`config.mk`:
```
export PLATFORM = sky130hd
export DESIGN_NAME = image_filter_top
export DESIGN_NICKNAME = d
export VERILOG_FILES = /design/src/rtl/kernel_pkg.sv /design/src/rtl/pixel_pkg.sv /design/src/rtl/gaussian_smoother.sv /design/src/rtl/horizontal_sliding_window.sv /design/src/rtl/image_filter_top.sv /design/src/rtl/vertical_sliding_window.sv
export VERILOG_INCLUDE_DIRS = /design/src /design/src/rtl
export SDC_FILE = /design/constraint.sdc
export NUM_CORES = 1
export LEC_CHECK = 0
export BUFFER_PORTS_ARGS = -buffer_cell sky130_fd_sc_hd__buf_2
export CAP_MARGIN = 25
export CORE_MARGIN = 2
export CORE_UTILIZATION = 50
export CTS_CLUSTER_SIZE = 25
export DETAILED_ROUTE_END_ITERATION = 8
export PLACE_DENSITY = 0.73
export SYNTH_ARGS = -nofsm -noshare
export SYNTH_HDL_FRONTEND = slang
export SYNTH_SLANG_ARGS = --single-unit
```
`constraint.sdc`:
```
create_clock -name clock_i -period 7.6 [get_ports clock_i]
set_clock_uncertainty 0.1 [all_clocks]
set_input_delay 0.76 -clock clock_i [delete_from_list [all_inputs] [get_ports clock_i]]
set_output_delay 0.76 -clock clock_i [all_outputs]
set_load 0.05 [all_outputs]
```
`src/rtl/image_filter_defines.svh`:
```
`ifndef IMAGE_FILTER_DEFINES_SVH
`define IMAGE_FILTER_DEFINES_SVH

// ############################################################
// Filter geometry.
// ############################################################

// Window height and width.
`define FILTER_WINDOW_SIZE 3

`define PIXEL_BITS 8  // Grayscale sample width.

// ############################################################
// Image size, kept small for simulation.
// ############################################################

`define IMAGE_WIDTH 8   // Pixels per line.
`define IMAGE_HEIGHT 6  // Lines per frame.

`endif

```
`src/rtl/kernel_pkg.sv`:
```
`include "image_filter_defines.svh"

package kernel_pkg;

    // Coefficient of the 1-2-1 by 1-2-1 kernel, largest is 4.
    typedef bit [2:0] weight_t;

    // Nine weighted pixels; the weights add up to 16, hence 4 extra bits.
    typedef bit [`PIXEL_BITS+3:0] kernel_sum_t;

endpackage : kernel_pkg

```
`src/rtl/pixel_pkg.sv`:
```
`include "image_filter_defines.svh"

package pixel_pkg;

    // One grayscale sample.
    typedef bit [`PIXEL_BITS-1:0] pixel_t;

    // Vertical column of the window, oldest line at index 0.
    typedef pixel_t [`FILTER_WINDOW_SIZE-1:0] pixel_column_t;

    // Position within the image.
    typedef bit [$clog2(`IMAGE_WIDTH)-1:0] column_t;
    typedef bit [$clog2(`IMAGE_HEIGHT)-1:0] row_t;

endpackage : pixel_pkg

```
`src/rtl/gaussian_smoother.sv`:
```
`timescale 1ns/1ps

`include "image_filter_defines.svh"

module gaussian_smoother (
    input bit clock_i,
    input bit reset_i,

    input bit window_valid_i,
    output bit window_ready_o,
    input pixel_pkg::pixel_column_t window_left_i,
    input pixel_pkg::pixel_column_t window_centre_i,
    input pixel_pkg::pixel_column_t window_right_i,

    output bit filtered_valid_o,
    input bit filtered_ready_i,
    output pixel_pkg::pixel_t filtered_pixel_o
);

    import pixel_pkg::*;
    import kernel_pkg::*;

    localparam int Size = `FILTER_WINDOW_SIZE;
    localparam int NormShift = 4;  // Divide by 16.

    // Indexed [column][row]; the kernel is symmetric.
    localparam weight_t Weights [Size][Size] = '{
        '{3'd1, 3'd2, 3'd1},
        '{3'd2, 3'd4, 3'd2},
        '{3'd1, 3'd2, 3'd1}
    };

    // Sixteen times the brightest pixel.
    localparam kernel_sum_t MaxSum = kernel_sum_t'((2 ** $bits(pixel_t) - 1) << NormShift);

    pixel_column_t window [Size];

    assign window[0] = window_left_i;
    assign window[1] = window_centre_i;
    assign window[2] = window_right_i;

    assign window_ready_o = reset_i && filtered_ready_i;

    // ############################################################
    // Weighted sum.
    // ############################################################

    kernel_sum_t weighted_sum;

    always_comb begin
        weighted_sum = '0;
        for (int c = 0; c < Size; c++) begin
            for (int r = 0; r < Size; r++) begin
                weighted_sum = weighted_sum
                    + kernel_sum_t'(Weights[c][r]) * kernel_sum_t'(window[c][r]);
            end
        end
    end

    // ############################################################
    // Output register.
    // ############################################################

    always_ff @(posedge clock_i) begin
        if (!reset_i) begin
            filtered_valid_o <= 1'b0;
        end else if (filtered_ready_i) begin
            filtered_valid_o <= window_valid_i;
        end
    end

    always_ff @(posedge clock_i) begin
        if (filtered_ready_i) begin
            filtered_pixel_o <= pixel_t'(weighted_sum >> NormShift);  // Truncates.
        end
    end

    // Upstream windows hold real pixels, so no overflow into the top bits.
    assert property (@(posedge clock_i) disable iff (!reset_i)
        window_valid_i |-> weighted_sum <= MaxSum);

endmodule : gaussian_smoother

```
`src/rtl/horizontal_sliding_window.sv`:
```
`timescale 1ns/1ps

`include "image_filter_defines.svh"

module horizontal_sliding_window #(
    parameter int InWidth = `IMAGE_WIDTH
) (
    input bit clock_i,
    input bit reset_i,

    input bit column_valid_i,
    output bit column_ready_o,
    input pixel_pkg::pixel_column_t column_data_i,

    output bit window_valid_o,
    input bit window_ready_i,
    output pixel_pkg::pixel_column_t window_left_o,
    output pixel_pkg::pixel_column_t window_centre_o,
    output pixel_pkg::pixel_column_t window_right_o
);

    typedef bit [$clog2(InWidth + 1)-1:0] count_t;  // Can represent InWidth itself.

    localparam count_t LastColumn = count_t'(InWidth - 1);
    localparam count_t FirstFull = count_t'(`FILTER_WINDOW_SIZE - 1);

    bit accept;
    count_t column_count;

    assign column_ready_o = reset_i && window_ready_i;
    assign accept = column_valid_i && column_ready_o;

    // Position of the accepted column within its line.
    always_ff @(posedge clock_i) begin
        if (!reset_i) begin
            column_count <= '0;
        end else if (accept) begin
            if (column_count == LastColumn) begin
                column_count <= '0;
            end else begin
                column_count <= column_count + 1'b1;
            end
        end
    end

    // ############################################################
    // Column shift register.
    // ############################################################

    always_ff @(posedge clock_i) begin
        if (accept) begin
            window_left_o <= window_centre_o;
            window_centre_o <= window_right_o;
            window_right_o <= column_data_i;
        end
    end

    // Only windows whose three columns share a line.
    always_ff @(posedge clock_i) begin
        if (!reset_i) begin
            window_valid_o <= 1'b0;
        end else if (window_ready_i) begin
            window_valid_o <= accept && column_count >= FirstFull;
        end
    end

    assert property (@(posedge clock_i) disable iff (!reset_i)
        column_count <= LastColumn);

endmodule : horizontal_sliding_window

```
`src/rtl/image_filter_top.sv`:
```
`timescale 1ns/1ps

`include "image_filter_defines.svh"

module image_filter_top (
    input bit clock_i,
    input bit reset_i,

    input bit pixel_valid_i,
    output bit pixel_ready_o,
    input pixel_pkg::pixel_t pixel_i,

    output bit filtered_valid_o,
    input bit filtered_ready_i,
    output pixel_pkg::pixel_t filtered_pixel_o
);

    import pixel_pkg::*;

    // Line buffer to column shift.
    bit column_valid;
    bit column_ready;
    pixel_column_t column_data;

    // Column shift to smoother.
    bit window_valid;
    bit window_ready;
    pixel_column_t window_left;
    pixel_column_t window_centre;
    pixel_column_t window_right;

    vertical_sliding_window #(
        .InWidth(`IMAGE_WIDTH),
        .InHeight(`IMAGE_HEIGHT)
    ) vertical_i (
        .clock_i(clock_i),
        .reset_i(reset_i),
        .pixel_valid_i(pixel_valid_i),
        .pixel_ready_o(pixel_ready_o),
        .pixel_i(pixel_i),
        .column_valid_o(column_valid),
        .column_ready_i(column_ready),
        .column_data_o(column_data)
    );

    horizontal_sliding_window #(
        .InWidth(`IMAGE_WIDTH)
    ) horizontal_i (
        .clock_i(clock_i),
        .reset_i(reset_i),
        .column_valid_i(column_valid),
        .column_ready_o(column_ready),
        .column_data_i(column_data),
        .window_valid_o(window_valid),
        .window_ready_i(window_ready),
        .window_left_o(window_left),
        .window_centre_o(window_centre),
        .window_right_o(window_right)
    );

    gaussian_smoother smoother_i (
        .clock_i(clock_i),
        .reset_i(reset_i),
        .window_valid_i(window_valid),
        .window_ready_o(window_ready),
        .window_left_i(window_left),
        .window_centre_i(window_centre),
        .window_right_i(window_right),
        .filtered_valid_o(filtered_valid_o),
        .filtered_ready_i(filtered_ready_i),
        .filtered_pixel_o(filtered_pixel_o)
    );

endmodule : image_filter_top

```
`src/rtl/vertical_sliding_window.sv`:
```
`timescale 1ns/1ps

`include "image_filter_defines.svh"

module vertical_sliding_window #(
    parameter int InWidth = `IMAGE_WIDTH,
    parameter int InHeight = `IMAGE_HEIGHT
) (
    input bit clock_i,
    input bit reset_i,

    input bit pixel_valid_i,
    output bit pixel_ready_o,
    input pixel_pkg::pixel_t pixel_i,

    output bit column_valid_o,
    input bit column_ready_i,
    output pixel_pkg::pixel_column_t column_data_o
);

    import pixel_pkg::*;

    localparam int LineCount = `FILTER_WINDOW_SIZE - 1;  // Stored lines.

    typedef bit [$clog2(InWidth)-1:0] line_column_t;
    typedef bit [$clog2(InHeight)-1:0] line_row_t;
    typedef bit [$clog2(LineCount)-1:0] line_select_t;

    bit accept;

    assign pixel_ready_o = reset_i && column_ready_i;
    assign accept = pixel_valid_i && pixel_ready_o;

    // ############################################################
    // Raster position of the incoming pixel.
    // ############################################################

    line_row_t row, next_row;
    line_column_t column, next_column;

    always_comb begin
        if (column == line_column_t'(InWidth - 1)) begin
            next_column = '0;
            if (row == line_row_t'(InHeight - 1)) begin
                next_row = '0;  // Next frame.
            end else begin
                next_row = row + 1'b1;
            end
        end else begin
            next_column = column + 1'b1;
            next_row = row;
        end
    end

    always_ff @(posedge clock_i) begin
        if (!reset_i) begin
            row <= '0;
            column <= '0;
        end else if (accept) begin
            row <= next_row;
            column <= next_column;
        end
    end

    // ############################################################
    // Line memories.
    // ############################################################

    // Memory row % LineCount is overwritten by the current line.
    line_select_t write_line;
    assign write_line = line_select_t'(row % line_row_t'(LineCount));

    pixel_t line_reads [LineCount];

    for (genvar i = 0; i < LineCount; i++) begin : gen_line
        pixel_t line_mem [InWidth];
        pixel_t prefetch;

        always_ff @(posedge clock_i) begin
            if (accept) begin
                prefetch <= line_mem[next_column];  // Ready for the next pixel.
                if (write_line == line_select_t'(i)) begin
                    line_mem[column] <= pixel_i;
                end
            end
            if (column_ready_i) begin
                line_reads[i] <= prefetch;
            end
        end
    end : gen_line

    line_select_t read_line;
    pixel_t live_pixel;

    always_ff @(posedge clock_i) begin
        if (column_ready_i) begin
            read_line <= write_line;
            live_pixel <= pixel_i;
        end
    end

    // Rotate so that the oldest line lands at index 0.
    always_comb begin
        for (int i = 0; i < LineCount; i++) begin
            column_data_o[i] = line_reads[(int'(read_line) + i) % LineCount];
        end
        column_data_o[LineCount] = live_pixel;  // Newest line.
    end

    always_ff @(posedge clock_i) begin
        if (!reset_i) begin
            column_valid_o <= 1'b0;
        end else if (column_ready_i) begin
            column_valid_o <= accept && row >= line_row_t'(LineCount);
        end
    end

    // Output must hold while the next stage stalls.
    assert property (@(posedge clock_i) disable iff (!reset_i)
        !column_ready_i |=> $stable(column_valid_o) && $stable(column_data_o));

endmodule : vertical_sliding_window

```
Word-level counts from Yosys, hierarchy flattened
Memory sizes are Yosys's and may differ from the RTL's. A register that Yosys moved wholly into a read port is not among the register bits. Index checks and enable logic that the tools add are counted. W data, S select, Z words.

Memories kept: 3. RAM bits: 144. Register bits after elaboration: 86. Output and inout bits: 10.

Reductions and logical operators: 8. Equal/unequal tests: 3. Magnitude comparators: 2. Add/sub/neg operators: 12. Mux-type cells: 11.

Memory list: vertical_i.gen_line[0].line_mem (depth 8, width 8, read ports 1, clocked after memory_dff 1, write ports 1, line vertical_sliding_window.sv:76) `pixel_t line_mem [InWidth];`; vertical_i.gen_line[1].line_mem (depth 8, width 8, read ports 1, clocked after memory_dff 1, write ports 1, line vertical_sliding_window.sv:76); vertical_i.line_reads (depth 2, width 8, read ports 2, clocked after memory_dff 2, write ports 2, line vertical_sliding_window.sv:73) `pixel_t line_reads [LineCount];`.

Operators with widths (count): $add A12 B8 Y12 (3); $add A12 B9 Y12 (3); $add A12 B10 Y12 (1); $add A8 B9 Y10 (1); $mux W1 (8); $logic_and A1 B1 Y1 (7); $add A3 B1 Y3 const B (2); $eq A3 B3 Y1 const B (2); $mux W3 (2); $add A4 B1 Y4 const B (1); $eq A4 B3 Y1 const B (1); $ge A4 B2 Y1 const B (1); $mux W4 (1); $ge A3 B2 Y1 const B (1); $reduce_and A2 Y1 (1); $add A1 B1 Y1 const B (1).

Logic depth before layout (Yosys ltp)
Gate-level depths: netlist of the first run.

Depth after elaboration: 8. Mapped depth: 17. Gate-level depth less buffers: 17.

Hierarchy
A second synthesis of the first run with hierarchy kept.

Cells, all modules: 754. Area, all modules: 11741.3 um^2.

Modules (own cells, without submodules): vertical_sliding_window (times used 1, cells an instance 432, area each 7150.6 um^2, seq. area each 5235.0 um^2); horizontal_sliding_window (times used 1, cells an instance 101, area each 2441.1 um^2, seq. area each 2262.2 um^2); gaussian_smoother (times used 1, cells an instance 221, area each 2149.6 um^2, seq. area each 260.2 um^2).

Worst setup path before layout of the first run
Ideal clock, no wire load.

Kind: reg2reg. From: register horizontal_i.window_left_o[1] (netlist name). To: register smoother_i.filtered_pixel_o[6] (data pin). Slack: 2.159 ns. Stages on the path, launching flop included: 18. Setup time: 0.272 ns. Data arrival time: 5.069 ns. Period minus slack after synthesis: 5.441 ns. Cell sequence: edfxtp_1 -> ha_1 -> inv_1 -> fa_1 -> nor2b_1 -> o31a_1 -> or4b_1 -> o311a_1 -> fa_1 -> fa_1 -> fa_1 -> fa_1 -> inv_1 -> ha_1 -> a21o_1 -> a21oi_2 -> mux2i_1 -> or4_1.

Cells in the longest elaborated chain, start to end: 8.

RTL lines: start: declaration (line horizontal_sliding_window.sv:17) `output pixel_pkg::pixel_column_t window_left_o,`; start signal: assignment (line horizontal_sliding_window.sv:52) `window_left_o <= window_centre_o;`; $add A8 B9 Y10 (line gaussian_smoother.sv:55) `+ kernel_sum_t'(Weights[c][r]) * kernel_sum_t'(window[c][r]);`; $add A12 B8 Y12 (line gaussian_smoother.sv:55); $add A12 B9 Y12 (line gaussian_smoother.sv:55); $add A12 B10 Y12 (line gaussian_smoother.sv:55); $add A12 B9 Y12 (line gaussian_smoother.sv:55); $add A12 B8 Y12 (line gaussian_smoother.sv:55); $add A12 B9 Y12 (line gaussian_smoother.sv:55); $add A12 B8 Y12 (line gaussian_smoother.sv:55); via smoother_i.weighted_sum[10] (line gaussian_smoother.sv:48) `kernel_sum_t weighted_sum;`; end signal: assignment (line gaussian_smoother.sv:74) `filtered_pixel_o <= pixel_t'(weighted_sum >> NormShift);`; end: declaration (line gaussian_smoother.sv:17) `output pixel_pkg::pixel_t filtered_pixel_o`.

The timed path passes the listed nets, and every way through them passes these cells. A chain may end at the register's enable or synchronous reset.

Final worst setup path of the first run
Ends and elaborated chain as after synthesis.

==> metrics.yaml, run 1 <==
drt:
  drt.antenna.violating_nets: 0
  via_count: 5231
  drtPass1Iterations: 4
  drt-initial-drc-count: 308
  routed_via_density: 5.376
  route.detailed.drc: 0
  drt-total-wl_um: 17770
  wire_per_inst_um: 18.26
pwr:
  power_density_nw_per_um2: 230.3
  power.ir.vdd_worst_uv: 181.5
  power_leakage_nw: 4.470
sta:
  max_slew.worst_pin.slew_ps: 904.0
  timing_max_transition_violations_final: 0
  normalized_max_slew_margin_pct: 39.73
  setup_repair_after_global_routing_missed_its_margin: "false"
  finalCritPeriodShare_pct: 76.10
  achievable-frequency_mhz: 172.9
  shortest_clock_period_the_worst_path_allows_after_layout_ps: 5784
  finalHoldViolCount: 0
  totalNegativeSetupSlack_ps: 0
  report.final.setup_viol: 0
yosys:
  netlist_instances: 625
  number_of_flops_mapped_to_enable_cells_by_yosys: 249
  post_synth_top_area_share_pct: 66.07
  synth_ff_type: "sky130_fd_sc_hd__edfxtp_1"
  asyncSetResetFlopFracSynth_pct: 0
  synthTopCellsByArea: "sky130_fd_sc_hd__edfxtp_1 66%, sky130_fd_sc_hd__fa_1 8.5%, sky130_fd_sc_hd__mux4_2 6.4%"
  register_area_share_after_synthesis_pct: 68.37
  ys_ff_latch: 262
  yosys_warnings: 0
  synth_fp_nets: 709
  yosys.cell_count.top_type: "sky130_fd_sc_hd__edfxtp_1"
  synthesis.area_um2: 11320
  post_synth_most_frequent_cells: "249 x sky130_fd_sc_hd__edfxtp_1, 72 x sky130_fd_sc_hd__inv_1, 48 x sky130_fd_sc_hd__fa_1, 32 x sky130_fd_sc_hd__mux2_2, 32 x sky130_fd_sc_hd__mux4_2"
  synth.distinct_cells: 52
  avg_cell_area_syn_um2: 18.11
  leading_area_contributor_after_synthesis: "sky130_fd_sc_hd__edfxtp_1"
layout:
  layout_cells_sized_above_1_pct: 20.78
  syn2layout_area_growth_pct: 11.32
  postLayoutCoreUtil_pct: 56.16
  diodes: 0
  num-nets-final: 752
  fillerInstances: 1695
clock_tree:
  max-clock-path-buffers: 3
  clock_tree_from_tritoncts: "done"
  clock_sinks: 262
  clkTransAtPathRegs_ps: 60
  clk_latency_ps: 530
  cts-hold-fix-buffers: 0
  cts_made_buffers: 27
  cts.htree.levels: 1
  cts_setup_buffers: 0
  clock_tree.root_cell: "sky130_fd_sc_hd__clkbuf_16"
  cts_repair_resize_count: 0
worst_setup_path:
  worstPathMaxFanout: 6
  crit_family: "adder cells"
  crit_arrival_ps: 5940
  cpPeakStageDelay_ps: 550
  cp_common_cell: "sky130_fd_sc_hd__fa_1"
  cp.required_ps: 7750
  cp_num_buf_inv: 2
  start_kind: "flip-flop"
  worst_setup_path_end_kind: "flip-flop"
  timing.reg2reg.worst_path_depth: 17
  critical_path.reg2reg.startpoint: "horizontal_i.window_left_o[1]"
  worst-r2r-setup-slack_ps: 1820
  worst_path_max_delay_cell: "sky130_fd_sc_hd__fa_1"
  reg2reg_to: "smoother_i.filtered_pixel_o[6]"
  critical_path_class: "reg2reg"
  cp_cell_sequence: "ha_1 -> inv_1 -> fa_1 -> nor2b_1 -> o31a_1 -> or4b_1 -> o311a_1 -> fa_1 -> fa_1 -> fa_1 -> fa_1 -> inv_1 -> ha_1 -> a21o_1 -> a21oi_2 -> mux2i_1 -> or4_1"
hold_path:
  timing.hold.worst.start: "vertical_i.gen_line[1].prefetch[3]"
  worst_hold_path_type: "reg2reg"
  worst_hold_path.endpoint: "vertical_i.line_reads[1][3]"
  min_path_cells: 0
global_routing:
  globalRoute.totalOverflow: 0
  groute.usage.overall_pct: 15.50
  grt_start_max_net_pins: 73
  global_route_wire_length_before_repair_um: 29390
  vias_in_the_first_global_route: 5752
  initial_antenna_violation_count: 0
die:
  floorplan.rows: 55
  initial_core_utilization_pct: 50.45
  floorplan.core_area_um2: 22430
  fp.dieArea_um2: 23850
  die_height_um: 154.4
  dieWidth_um: 154.4
  num_io_pins: 22
place:
  gp_routability_congestion: 0.8126
  port_buffers: 21
  place_hpwl_um: 12040
flow_run:
  timing.max_cap.violations: 0
run_status:
  outcome: "complete, no violations"
## state kept, by name (all words and copies together) (netlist names), 3 cells and up
| register | cells |
|---|---|
| vertical_i.gen_line.line_mem | 128 |
| horizontal_i.window_centre_o | 24 |
| horizontal_i.window_left_o | 24 |
| horizontal_i.window_right_o | 24 |
| vertical_i.gen_line.prefetch | 16 |
| vertical_i.line_reads | 16 |
| smoother_i.filtered_pixel_o | 8 |
| vertical_i.live_pixel | 8 |
| horizontal_i.column_count | 4 |
| vertical_i.column | 3 |
| vertical_i.row | 3 |
## metal layers
layer  track usage, %  vias to the layer above  wire, um
met3            2.410                       28       636
met1            19.49                     2683      7541
met5                0                        -         0
met2            28.15                      106      9276
met4            4.233                        0       316
li1                 -                     2414         -
## cell type report
| type | instances | area, um2 | area share, % |
|---|---|---|---|
| Multi-Input combinational cell | 275 | 3222 | 25.57 |
| Inverter | 72 | 270.3 | 2.145 |
| Timing Repair Buffer | 30 | 172.7 | 1.371 |
| Sequential cell | 262 | 7737 | 61.42 |
| Tap cell | 285 | 356.6 | 2.830 |
| Clock buffer | 33 | 718.2 | 5.701 |
| Clock inverter | 16 | 121.4 | 0.9634 |
## power by group
group          switching, mW  internal, mW  leakage, nW
registers            0.00583          1.59         2.36
logic                 0.0424        0.0324         1.70
clock network          0.525         0.708        0.411
total                  0.573          2.33         4.47
## worst max-delay path by stage
stage	from	endpoint	slack, ps	depth (start not counted)
2_1_floorplan	horizontal_i.window_left_o[1]	smoother_i.filtered_pixel_o[6]	2160	17
3_3_place_gp	horizontal_i.window_left_o[1]	smoother_i.filtered_pixel_o[6]	1980	17
3_5_place_dp	horizontal_i.window_left_o[1]	smoother_i.filtered_pixel_o[6]	1840	17
4_1_cts	horizontal_i.window_left_o[1]	smoother_i.filtered_pixel_o[6]	1810	17
5_1_grt	horizontal_i.window_left_o[1]	smoother_i.filtered_pixel_o[6]	1620	17
6_report	horizontal_i.window_left_o[1]	smoother_i.filtered_pixel_o[6]	1820	17
## kinds of logic (layout without fill, tap and decap cells)
family / Yosys count / in the layout / synth area share, %
and+or+nand+nor: 86 / 86 / 4.080
adders and majority gates: 72 / 72 / 11.14
buffers and inverters: 88 / 151 / 3.173
DFF: 262 / 262 / 68.37
xor gates and xnor gates: 10 / 10 / 0.7739
AOI/OAI and AO/OA: 38 / 38 / 2.466
muxes: 69 / 69 / 9.995
## worst register-to-register path, delay by kind of cell (launching register included)
family / cells / cell delay (ps)
compound gates: 4 / 870
fa+ha+maj: 7 / 2840
buf+inv: 2 / 120
flops: 1 / 400
mux: 1 / 120
simple gates: 3 / 1070
## stage by stage
stage	setup WS (ps)	power, mW	instance area [um2]	instances	hold WS [ps]
after global routing	1620	2.998	12600	973	334.8
final	1816	2.901	12600	973	317.9
after CTS	1810	2.932	12600	973	319.5
after global placement	1981	1.697	11760	924	301.0
after detailed placement	1835	1.700	11760	924	304.5
after floorplan	2159	1.674	11320	625	300.3
## placed cells by master (no fill, tap or decap), types with 4 or more instances in the layout
cell,netlist,final
sky130_fd_sc_hd__mux4_2,32,32
sky130_fd_sc_hd__xnor2_1,5,5
sky130_fd_sc_hd__mux2i_1,5,5
sky130_fd_sc_hd__a21boi_0,4,4
sky130_fd_sc_hd__and2_1,5,5
sky130_fd_sc_hd__nor2b_1,5,5
sky130_fd_sc_hd__clkinv_2,0,6
sky130_fd_sc_hd__nor2_1,18,18
sky130_fd_sc_hd__inv_1,72,72
sky130_fd_sc_hd__mux2_2,32,32
sky130_fd_sc_hd__ha_1,24,24
sky130_fd_sc_hd__nand2b_1,7,7
sky130_fd_sc_hd__buf_4,1,9
sky130_fd_sc_hd__edfxtp_1,249,249
sky130_fd_sc_hd__fa_1,48,48
sky130_fd_sc_hd__xor2_1,5,5
sky130_fd_sc_hd__nand3_1,4,4
sky130_fd_sc_hd__buf_2,2,21
sky130_fd_sc_hd__dfxtp_1,13,13
sky130_fd_sc_hd__o211ai_1,4,4
sky130_fd_sc_hd__clkbuf_1,7,4
sky130_fd_sc_hd__a21oi_1,8,8
sky130_fd_sc_hd__clkbuf_16,0,27
sky130_fd_sc_hd__o21ai_0,7,7
sky130_fd_sc_hd__nor3_1,6,6
sky130_fd_sc_hd__nand2_1,18,18
Power figures use the tool's default switching activity.
==> run 2: changes to the inputs <==
==> constraint.sdc (replaced) <==
create_clock -name clock_i -period 5.4 [get_ports clock_i]
set_clock_uncertainty 0.1 [all_clocks]
set_input_delay 0.54 -clock clock_i [delete_from_list [all_inputs] [get_ports clock_i]]
set_output_delay 0.54 -clock clock_i [all_outputs]
set_load 0.05 [all_outputs]
==> run 2 against run 1 <==
Net effect: power rose by 43%; sequential cell count unchanged; clock power up 47%; register-to-register slack worse by 1800 ps; routed wire length is 0.59% lower; first-iteration DRC count decreased by 17%; via count decreased by 1.2%; global-route usage rose by 0.15 points; combinational power up 40%; non-clock buffer count up 10.
==> metrics.yaml, run 2 (synthesized netlist as in run 1, its figures left out) <==
flow_run:
  timing.max_cap.violations: 0  # unchanged
global_routing:
  initial_antenna_violation_count: 0  # unchanged
  vias_in_the_first_global_route: 5788  # was 5752
  groute.usage.overall_pct: 15.65  # was 15.50%
  global_route_wire_length_before_repair_um: 29190  # was 29390 um
  globalRoute.totalOverflow: 0  # unchanged
  grt_start_max_net_pins: 55  # was 73
pwr:
  p_sw_share_pct: 19.59  # was 19.75%
  clockPowerShare_pct: 43.6  # was 42.5%
  power_density_nw_per_um2: 326.3  # was 230.3 nW/um2
  power_leakage_nw: 4.533  # was 4.470 nW
  total_power_mw: 4.160  # was 2.901 mW
  power.ir.vdd_worst_uv: 305.1  # was 181.5 uV
  relative_contribution_of_combinational_cells_to_total_power_pct: 2.5  # was 2.6%
  internal_power_mw: 3.345  # was 2.328 mW
  portion_of_total_power_attributed_to_sequential_cells_pct: 53.9  # was 54.9%
  total_switching_power_uw: 814.8  # was 573.0 uW
run_status:
  outcome: "complete, no violations"  # unchanged
worst_setup_path:
  critPathCapture: "smoother_i.filtered_pixel_o[6]"  # unchanged
  worstPathMaxFanout: 3  # was 6
  cp_common_cell: "sky130_fd_sc_hd__fa_1"  # unchanged
  worst-r2r-setup-slack_ps: 30  # was 1820 ps
  worst_setup_path_end_kind: "flip-flop"  # unchanged
  crit_arrival_ps: 5540  # was 5940 ps
  critical_path_class: "reg2reg"  # unchanged
  worst_path_max_delay_cell: "sky130_fd_sc_hd__fa_1"  # unchanged
  critical_path.reg2reg.startpoint: "horizontal_i.window_left_o[8]"  # was horizontal_i.window_left_o[1]
  cp.required_ps: 5570  # was 7750 ps
  reg2reg_to: "smoother_i.filtered_pixel_o[6]"  # unchanged
  timing.reg2reg.worst_path_depth: 17  # unchanged
  start_kind: "flip-flop"  # unchanged
  cp_cell_sequence: "ha_2 -> inv_2 -> fa_2 -> nor2b_2 -> o31a_1 -> or4b_1 -> o311a_1 -> fa_1 -> fa_1 -> fa_1 -> fa_1 -> inv_2 -> ha_4 -> a21o_1 -> a21oi_2 -> mux2i_1 -> or4_1"  # was ha_1 -> inv_1 -> fa_1 -> nor2b_1 -> o31a_1 -> or4b_1 -> o311a_1 -> fa_1 -> fa_1 -> fa_1 -> fa_1 -> inv_1 -> ha_1 -> a21o_1 -> a21oi_2 -> mux2i_1 -> or4_1
  cpPeakStageDelay_ps: 510  # was 550 ps
  timing_startpoint_of_the_critical_path: "horizontal_i.window_left_o[8]"  # was horizontal_i.window_left_o[1]
die:
  initial_core_utilization_pct: 50.45  # unchanged
  floorplan.core_area_um2: 22430  # unchanged
  die_height_um: 154.4  # unchanged
  floorplan.rows: 55  # unchanged
  num_io_pins: 22  # unchanged
  fp.dieArea_um2: 23850  # unchanged
  dieWidth_um: 154.4  # unchanged
drt:
  drt-initial-drc-count: 255  # was 308
  drtPass1Iterations: 5  # was 4
  drt-total-wl_um: 17670  # was 17770 um
  via_count: 5168  # was 5231
  route.detailed.drc: 0  # unchanged
  drt.antenna.violating_nets: 0  # unchanged
  wire_per_inst_um: 17.95  # was 18.26 um
  routed_via_density: 5.252  # was 5.376
sta:
  shortest_clock_period_the_worst_path_allows_after_layout_ps: 5366  # was 5784 ps
  report.final.setup_viol: 0  # unchanged
  achievable-frequency_mhz: 186.4  # was 172.9 MHz
  max_slew.worst_pin.slew_ps: 866.8  # was 904.0 ps
  setup_repair_after_global_routing_missed_its_margin: "true"  # was false
  normalized_max_slew_margin_pct: 42.00  # was 39.73%
  timing_max_transition_violations_final: 0  # unchanged
  finalHoldViolCount: 0  # unchanged
  timing.final.ws_setup_ps: 33.75  # was 1816 ps
  finalCritPeriodShare_pct: 99.37  # was 76.10%
layout:
  seq_area_um2: 7737  # unchanged
  largest-register: "vertical_i.gen_line.line_mem"  # unchanged
  mostFrequentLayoutCells: "249 x sky130_fd_sc_hd__edfxtp_1, 70 x sky130_fd_sc_hd__inv_1, 47 x sky130_fd_sc_hd__fa_1, 32 x sky130_fd_sc_hd__mux4_2, 32 x sky130_fd_sc_hd__mux2_2"  # was 249 x sky130_fd_sc_hd__edfxtp_1, 72 x sky130_fd_sc_hd__inv_1, 48 x sky130_fd_sc_hd__fa_1, 32 x sky130_fd_sc_hd__mux4_2, 32 x sky130_fd_sc_hd__mux2_2
  fillerInstances: 1665  # was 1695
  syn2layout_area_growth_pct: 12.67  # was 11.32%
  num-nets-final: 762  # was 752
  largest_register_ff_count: 128  # unchanged
  layout_commonest_cell: "sky130_fd_sc_hd__edfxtp_1"  # unchanged
  multi_input_area_um2: 3262  # was 3222 um2
  diodes: 0  # unchanged
  layout_cells_sized_above_1_pct: 22.75  # was 20.78%
clock_tree:
  clkTransAtPathRegs_ps: 60  # about the same
  clk_latency_ps: 540  # was 530 ps
  clock_tree_from_tritoncts: "done"  # unchanged
  cts.htree.levels: 1  # unchanged
  cts_made_buffers: 27  # unchanged
  cts-hold-fix-buffers: 0  # unchanged
  clock_tree.root_cell: "sky130_fd_sc_hd__clkbuf_16"  # unchanged
  clock_sinks: 262  # unchanged
  max-clock-path-buffers: 3  # unchanged
place:
  place_worst_setup_slack_ps: -170.0  # was 1835 ps
  place_hpwl_um: 12180  # was 12040 um
  gp_routability_congestion: 0.8428  # was 0.8126
  port_buffers: 21  # unchanged
hold_path:
  worst_hold_path_type: "in2reg"  # was reg2reg
==> run 2: timing repair <==
action	CTS	global route
endpoints found under the hold margin	0	0
pin swaps	11	8
setup endpoints to repair	2	2
resized for setup	6	3
buffers inserted	2	1
==> run 2: stage by stage <==
step / instances / setup TNS, ps / cell area [um2] / util, % / hold WS [ps]
after detailed placement: 931 / -170.0 / 11820 / 52.71 / 304.5
after global placement: 931 / 0 / 11820 / 52.71 / 300.3
final: 984 / 0 / 12750 / 56.84 / 212.0
after floorplan: 625 / 0 / 11330 / - / 300.3
after global routing: 984 / -171.3 / 12750 / 56.84 / 196.6
after CTS: 983 / 0 / 12740 / 56.79 / 189.3
==> run 2: worst min-delay path by stage <==
| stage | cells after the start | slack [ps] | to | start |
|---|---|---|---|---|
| after floorplan | 0 | 300 | horizontal_i.window_right_o[16] | vertical_i.live_pixel[0] |
| after global placement | 0 | 300 | vertical_i.line_reads[1][3] | vertical_i.gen_line[1].prefetch[3] |
| after detailed placement | 0 | 300 | horizontal_i.window_right_o[20] | vertical_i.live_pixel[4] |
| after CTS | 3 | 190 | vertical_i.column_valid_o | pixel_valid_i |
| after global routing | 3 | 200 | vertical_i.column_valid_o | pixel_valid_i |
| final | 3 | 210 | vertical_i.column_valid_o | pixel_valid_i |
==> run 2: power by group through the flow <==
| stage | clock [mW] | combinational (mW) | sequential [mW] |
|---|---|---|---|
| 4_1_cts | 1.86 | 0.108 | 2.24 |
| 5_1_grt | 1.94 | 0.115 | 2.24 |
| 6_report | 1.81 | 0.105 | 2.24 |
| 3_3_place_gp | 0 | 0.103 | 2.28 |
| 2_1_floorplan | 0 | 0.0683 | 2.29 |
| 3_5_place_dp | 0 | 0.107 | 2.29 |
==> run 2: per-layer routing <==
metal	track usage (%)	routed length, um	vias to the layer above
met1	18.49	7070	2598
met3	2.466	564	44
li1	-	-	2434
met4	4.982	493	0
met2	29.34	9538	92
met5	0	0	-
==> run 2: layout make-up <==
cell class,instances,share of cell area [%]
clock buffer,30,5.387
multi-input combinational,275,25.58
inverter,72,2.120
sequential,262,60.68
clock inverter,20,1.492
timing repair buffer,40,1.943
tap,285,2.797
==> run 2: worst max-delay path, delay by kind of cell, from the launching register on <==
| kind | cells | cell delay, ps |
|---|---|---|
| mux | 1 | 120 |
| compound gates | 4 | 820 |
| fa+ha+maj | 7 | 2550 |
| simple gates | 3 | 1000 |
| buf+inv | 2 | 100 |
| flops | 1 | 400 |
==> run 3: changes to the inputs <==
--- a/config.mk
+++ b/config.mk
@@ -13,6 +13,7 @@
 export CTS_CLUSTER_SIZE = 25
 export DETAILED_ROUTE_END_ITERATION = 8
 export PLACE_DENSITY = 0.73
+export RECOVER_POWER = 50
 export SYNTH_ARGS = -nofsm -noshare
 export SYNTH_HDL_FRONTEND = slang
 export SYNTH_SLANG_ARGS = --single-unit
==> run 3 against run 2 <==
Net effect: the run now ends with max-capacitance violations, max-slew violations left; critical path type unchanged; worst hold slack worse by 2.4 ps; global-route usage unchanged; count of clock-buffer cells in the layout is the same; final cell count did not move; sequential cell count stayed put; critical endpoint unchanged; critical path depth unchanged; via count about the same.
==> metrics.yaml, run 3 (synthesized netlist as in run 1, its figures left out) <==
run_status:
  outcome: "complete, but fails checks"  # was complete, no violations
  failed_checks: "max-capacitance violations, max-slew violations"
drt:
  routed_via_density: 5.253  # was 5.252
  drt.antenna.violating_nets: 0  # unchanged
  drt-initial-drc-count: 249  # was 255
  wire_per_inst_um: 17.95  # about the same
  via_count: 5169  # was 5168
  drtPass1Iterations: 5  # unchanged
  route.detailed.drc: 0  # unchanged
  drt-total-wl_um: 17660  # was 17670 um
worst_setup_path:
  cp_common_cell: "sky130_fd_sc_hd__fa_1"  # unchanged
  cpPeakStageDelay_ps: 510  # about the same
  reg2reg_to: "smoother_i.filtered_pixel_o[6]"  # unchanged
  cp.required_ps: 5570  # about the same
  worstPathMaxFanout: 3  # unchanged
  cp_num_buf_inv: 2  # unchanged
  worst_path_max_delay_cell: "sky130_fd_sc_hd__fa_1"  # unchanged
  worst_setup_path_end_kind: "flip-flop"  # unchanged
  start_kind: "flip-flop"  # unchanged
  critical_path.reg2reg.startpoint: "horizontal_i.window_left_o[8]"  # unchanged
  crit_arrival_ps: 5540  # about the same
  timing.reg2reg.worst_path_depth: 17  # unchanged
  cp_cell_sequence: "ha_2 -> inv_2 -> fa_2 -> nor2b_2 -> o31a_1 -> or4b_1 -> o311a_1 -> fa_1 -> fa_1 -> fa_1 -> fa_1 -> inv_2 -> ha_4 -> a21o_1 -> a21oi_2 -> mux2i_1 -> or4_1"  # unchanged
  crit_family: "adder cells"  # unchanged
  worst-r2r-setup-slack_ps: 30  # about the same
  critical_path_class: "reg2reg"  # unchanged
die:
  fp.dieArea_um2: 23850  # unchanged
  floorplan.rows: 55  # unchanged
  initial_core_utilization_pct: 50.45  # unchanged
  dieWidth_um: 154.4  # unchanged
  floorplan.core_area_um2: 22430  # unchanged
  num_io_pins: 22  # unchanged
  die_height_um: 154.4  # unchanged
layout:
  postLayoutCoreUtil_pct: 56.75  # was 56.84%
  diodes: 0  # unchanged
  fillerInstances: 1672  # was 1665
  design_area_um2: 12730  # was 12750 um2
  largest-register: "vertical_i.gen_line.line_mem"  # unchanged
  mostFrequentLayoutCells: "249 x sky130_fd_sc_hd__edfxtp_1, 70 x sky130_fd_sc_hd__inv_1, 47 x sky130_fd_sc_hd__fa_1, 32 x sky130_fd_sc_hd__mux4_2, 32 x sky130_fd_sc_hd__mux2_2"  # unchanged
  finalNonFillerCells: 984  # unchanged
  syn2layout_area_growth_pct: 12.50  # was 12.67%
  num-nets-final: 762  # unchanged
  layout_commonest_cell: "sky130_fd_sc_hd__edfxtp_1"  # unchanged
  largest_register_ff_count: 128  # unchanged
  layout_cells_sized_above_1_pct: 21.17  # was 22.75%
sta:
  achievable-frequency_mhz: 186.4  # about the same
  setup_repair_after_global_routing_missed_its_margin: "true"  # unchanged
  report.final.setup_viol: 0  # unchanged
  normalized_max_slew_margin_pct: -1.366  # was 42.00%
  finalCritPeriodShare_pct: 99.37  # about the same
  finalHoldViolCount: 0  # unchanged
  shortest_clock_period_the_worst_path_allows_after_layout_ps: 5366  # about the same
  timing_max_transition_violations_final: 28  # was 0
  max_slew.worst_pin.slew_ps: 1520  # was 866.8 ps
hold_path:
  min_path_cells: 3  # unchanged
  worst_hold_path_type: "in2reg"  # unchanged
  timing.hold.worst.start: "pixel_valid_i"  # unchanged
  worst_hold_path.endpoint: "vertical_i.column_valid_o"  # unchanged
global_routing:
  globalRoute.totalOverflow: 0  # unchanged
  vias_in_the_first_global_route: 5788  # unchanged
  grt_start_max_net_pins: 55  # unchanged
  groute.usage.overall_pct: 15.65  # unchanged
  initial_antenna_violation_count: 0  # unchanged
  global_route_wire_length_before_repair_um: 29190  # unchanged
clock_tree:
  clock_tree_from_tritoncts: "done"  # unchanged
  cts.htree.levels: 1  # unchanged
  cts_made_buffers: 27  # unchanged
  max-clock-path-buffers: 3  # unchanged
  clock_sinks: 262  # unchanged
  clk_latency_ps: 540  # about the same
  clock_tree.root_cell: "sky130_fd_sc_hd__clkbuf_16"  # unchanged
  cts-hold-fix-buffers: 0  # unchanged
  clkTransAtPathRegs_ps: 60  # about the same
pwr:
  power.ir.vdd_worst_uv: 305.0  # was 305.1 uV
  power_density_nw_per_um2: 326.7  # was 326.3 nW/um2
  total_power_mw: 4.160  # about the same
  power_leakage_nw: 4.500  # was 4.533 nW
place:
  port_buffers: 21  # unchanged
  gp_routability_congestion: 0.8428  # unchanged
  place_hpwl_um: 12180  # unchanged
  placedCellCount: 931  # unchanged
  instance_area_after_placement_um2: 11820  # unchanged
flow_run:
  timing.max_cap.violations: 1  # was 0
run 3: cell types whose count changed in the layout (fill, tap and decap cells not counted), sizes merged:
cell / previous run / this run
clkbuf: 30 / 41
buf: 40 / 29
run 3: metal layers:
metal	share of wire [%]	global-route usage, %	wire length, um	vias up
li1	-	-	-	2434
met1	40	18.49	7070	2599
met2	54	29.34	9532	92
met3	3.2	2.466	568	44
met4	2.8	4.982	493	0
met5	0	0	0	-
run 3: how the worst max path moves through the flow:
| stage | end | cells after the start | slack [ps] | startpoint |
|---|---|---|---|---|
| final | smoother_i.filtered_pixel_o[6] | 17 | 30 | horizontal_i.window_left_o[8] |
| after global routing | smoother_i.filtered_pixel_o[6] | 17 | -170 | horizontal_i.window_left_o[8] |
| after CTS | smoother_i.filtered_pixel_o[6] | 17 | 20 | horizontal_i.window_left_o[8] |
| after detailed placement | smoother_i.filtered_pixel_o[6] | 17 | -170 | horizontal_i.window_left_o[1] |
| after global placement | smoother_i.filtered_pixel_o[6] | 17 | 10 | horizontal_i.window_left_o[1] |
| after floorplan | smoother_i.filtered_pixel_o[6] | 17 | 50 | horizontal_i.window_left_o[1] |
run 3: area by class of cell:
| cell class | instances | area, um2 | area share [%] |
|---|---|---|---|
| multi-input cells | 275 | 3262 | 25.62 |
| clock buffers | 30 | 686.9 | 5.395 |
| inverters | 72 | 270.3 | 2.123 |
| clock inverters | 20 | 190.2 | 1.494 |
| flip-flops and latches | 262 | 7737 | 60.77 |
| well taps | 285 | 356.6 | 2.801 |
| repair buffers | 40 | 229.0 | 1.798 |
run 3: worst register-to-register path, delay by kind of cell (launching register included):
kind / cells / cell delay, ps
AND/OR/NAND/NOR: 3 / 1000
AO/OA/AOI/OAI: 4 / 820
multiplexers: 1 / 120
buffers and inverters: 2 / 110
flip-flops: 1 / 400
adder cells (fa/ha/maj): 7 / 2550
run 3: through the flow:
step | hold slack, ps | worst slack [ps] | TNS [ps]
global route | 196.6 | -166.7 | -171.3
detailed placement | 304.5 | -170.0 | -170.0
global placement | 300.3 | 12.66 | 0
floorplan | 300.3 | 54.11 | 0
CTS | 189.3 | 17.38 | 0
finish | 209.6 | 33.99 | 0
run 3: timing repair:
item / 4_1_cts / 5_1_grt
buffers inserted: 2 / 1
pin swaps: 11 / 8
gates resized for setup: 6 / 3
endpoints found under the setup margin: 2 / 2
run 3: power by group:
group | leakage (nW) | switching [mW] | internal [mW] | total (mW)
registers | 2.36 | 0.00771 | 2.24 | 2.24
logic | 1.71 | 0.0594 | 0.0440 | 0.103
clock network | 0.429 | 0.748 | 1.06 | 1.81
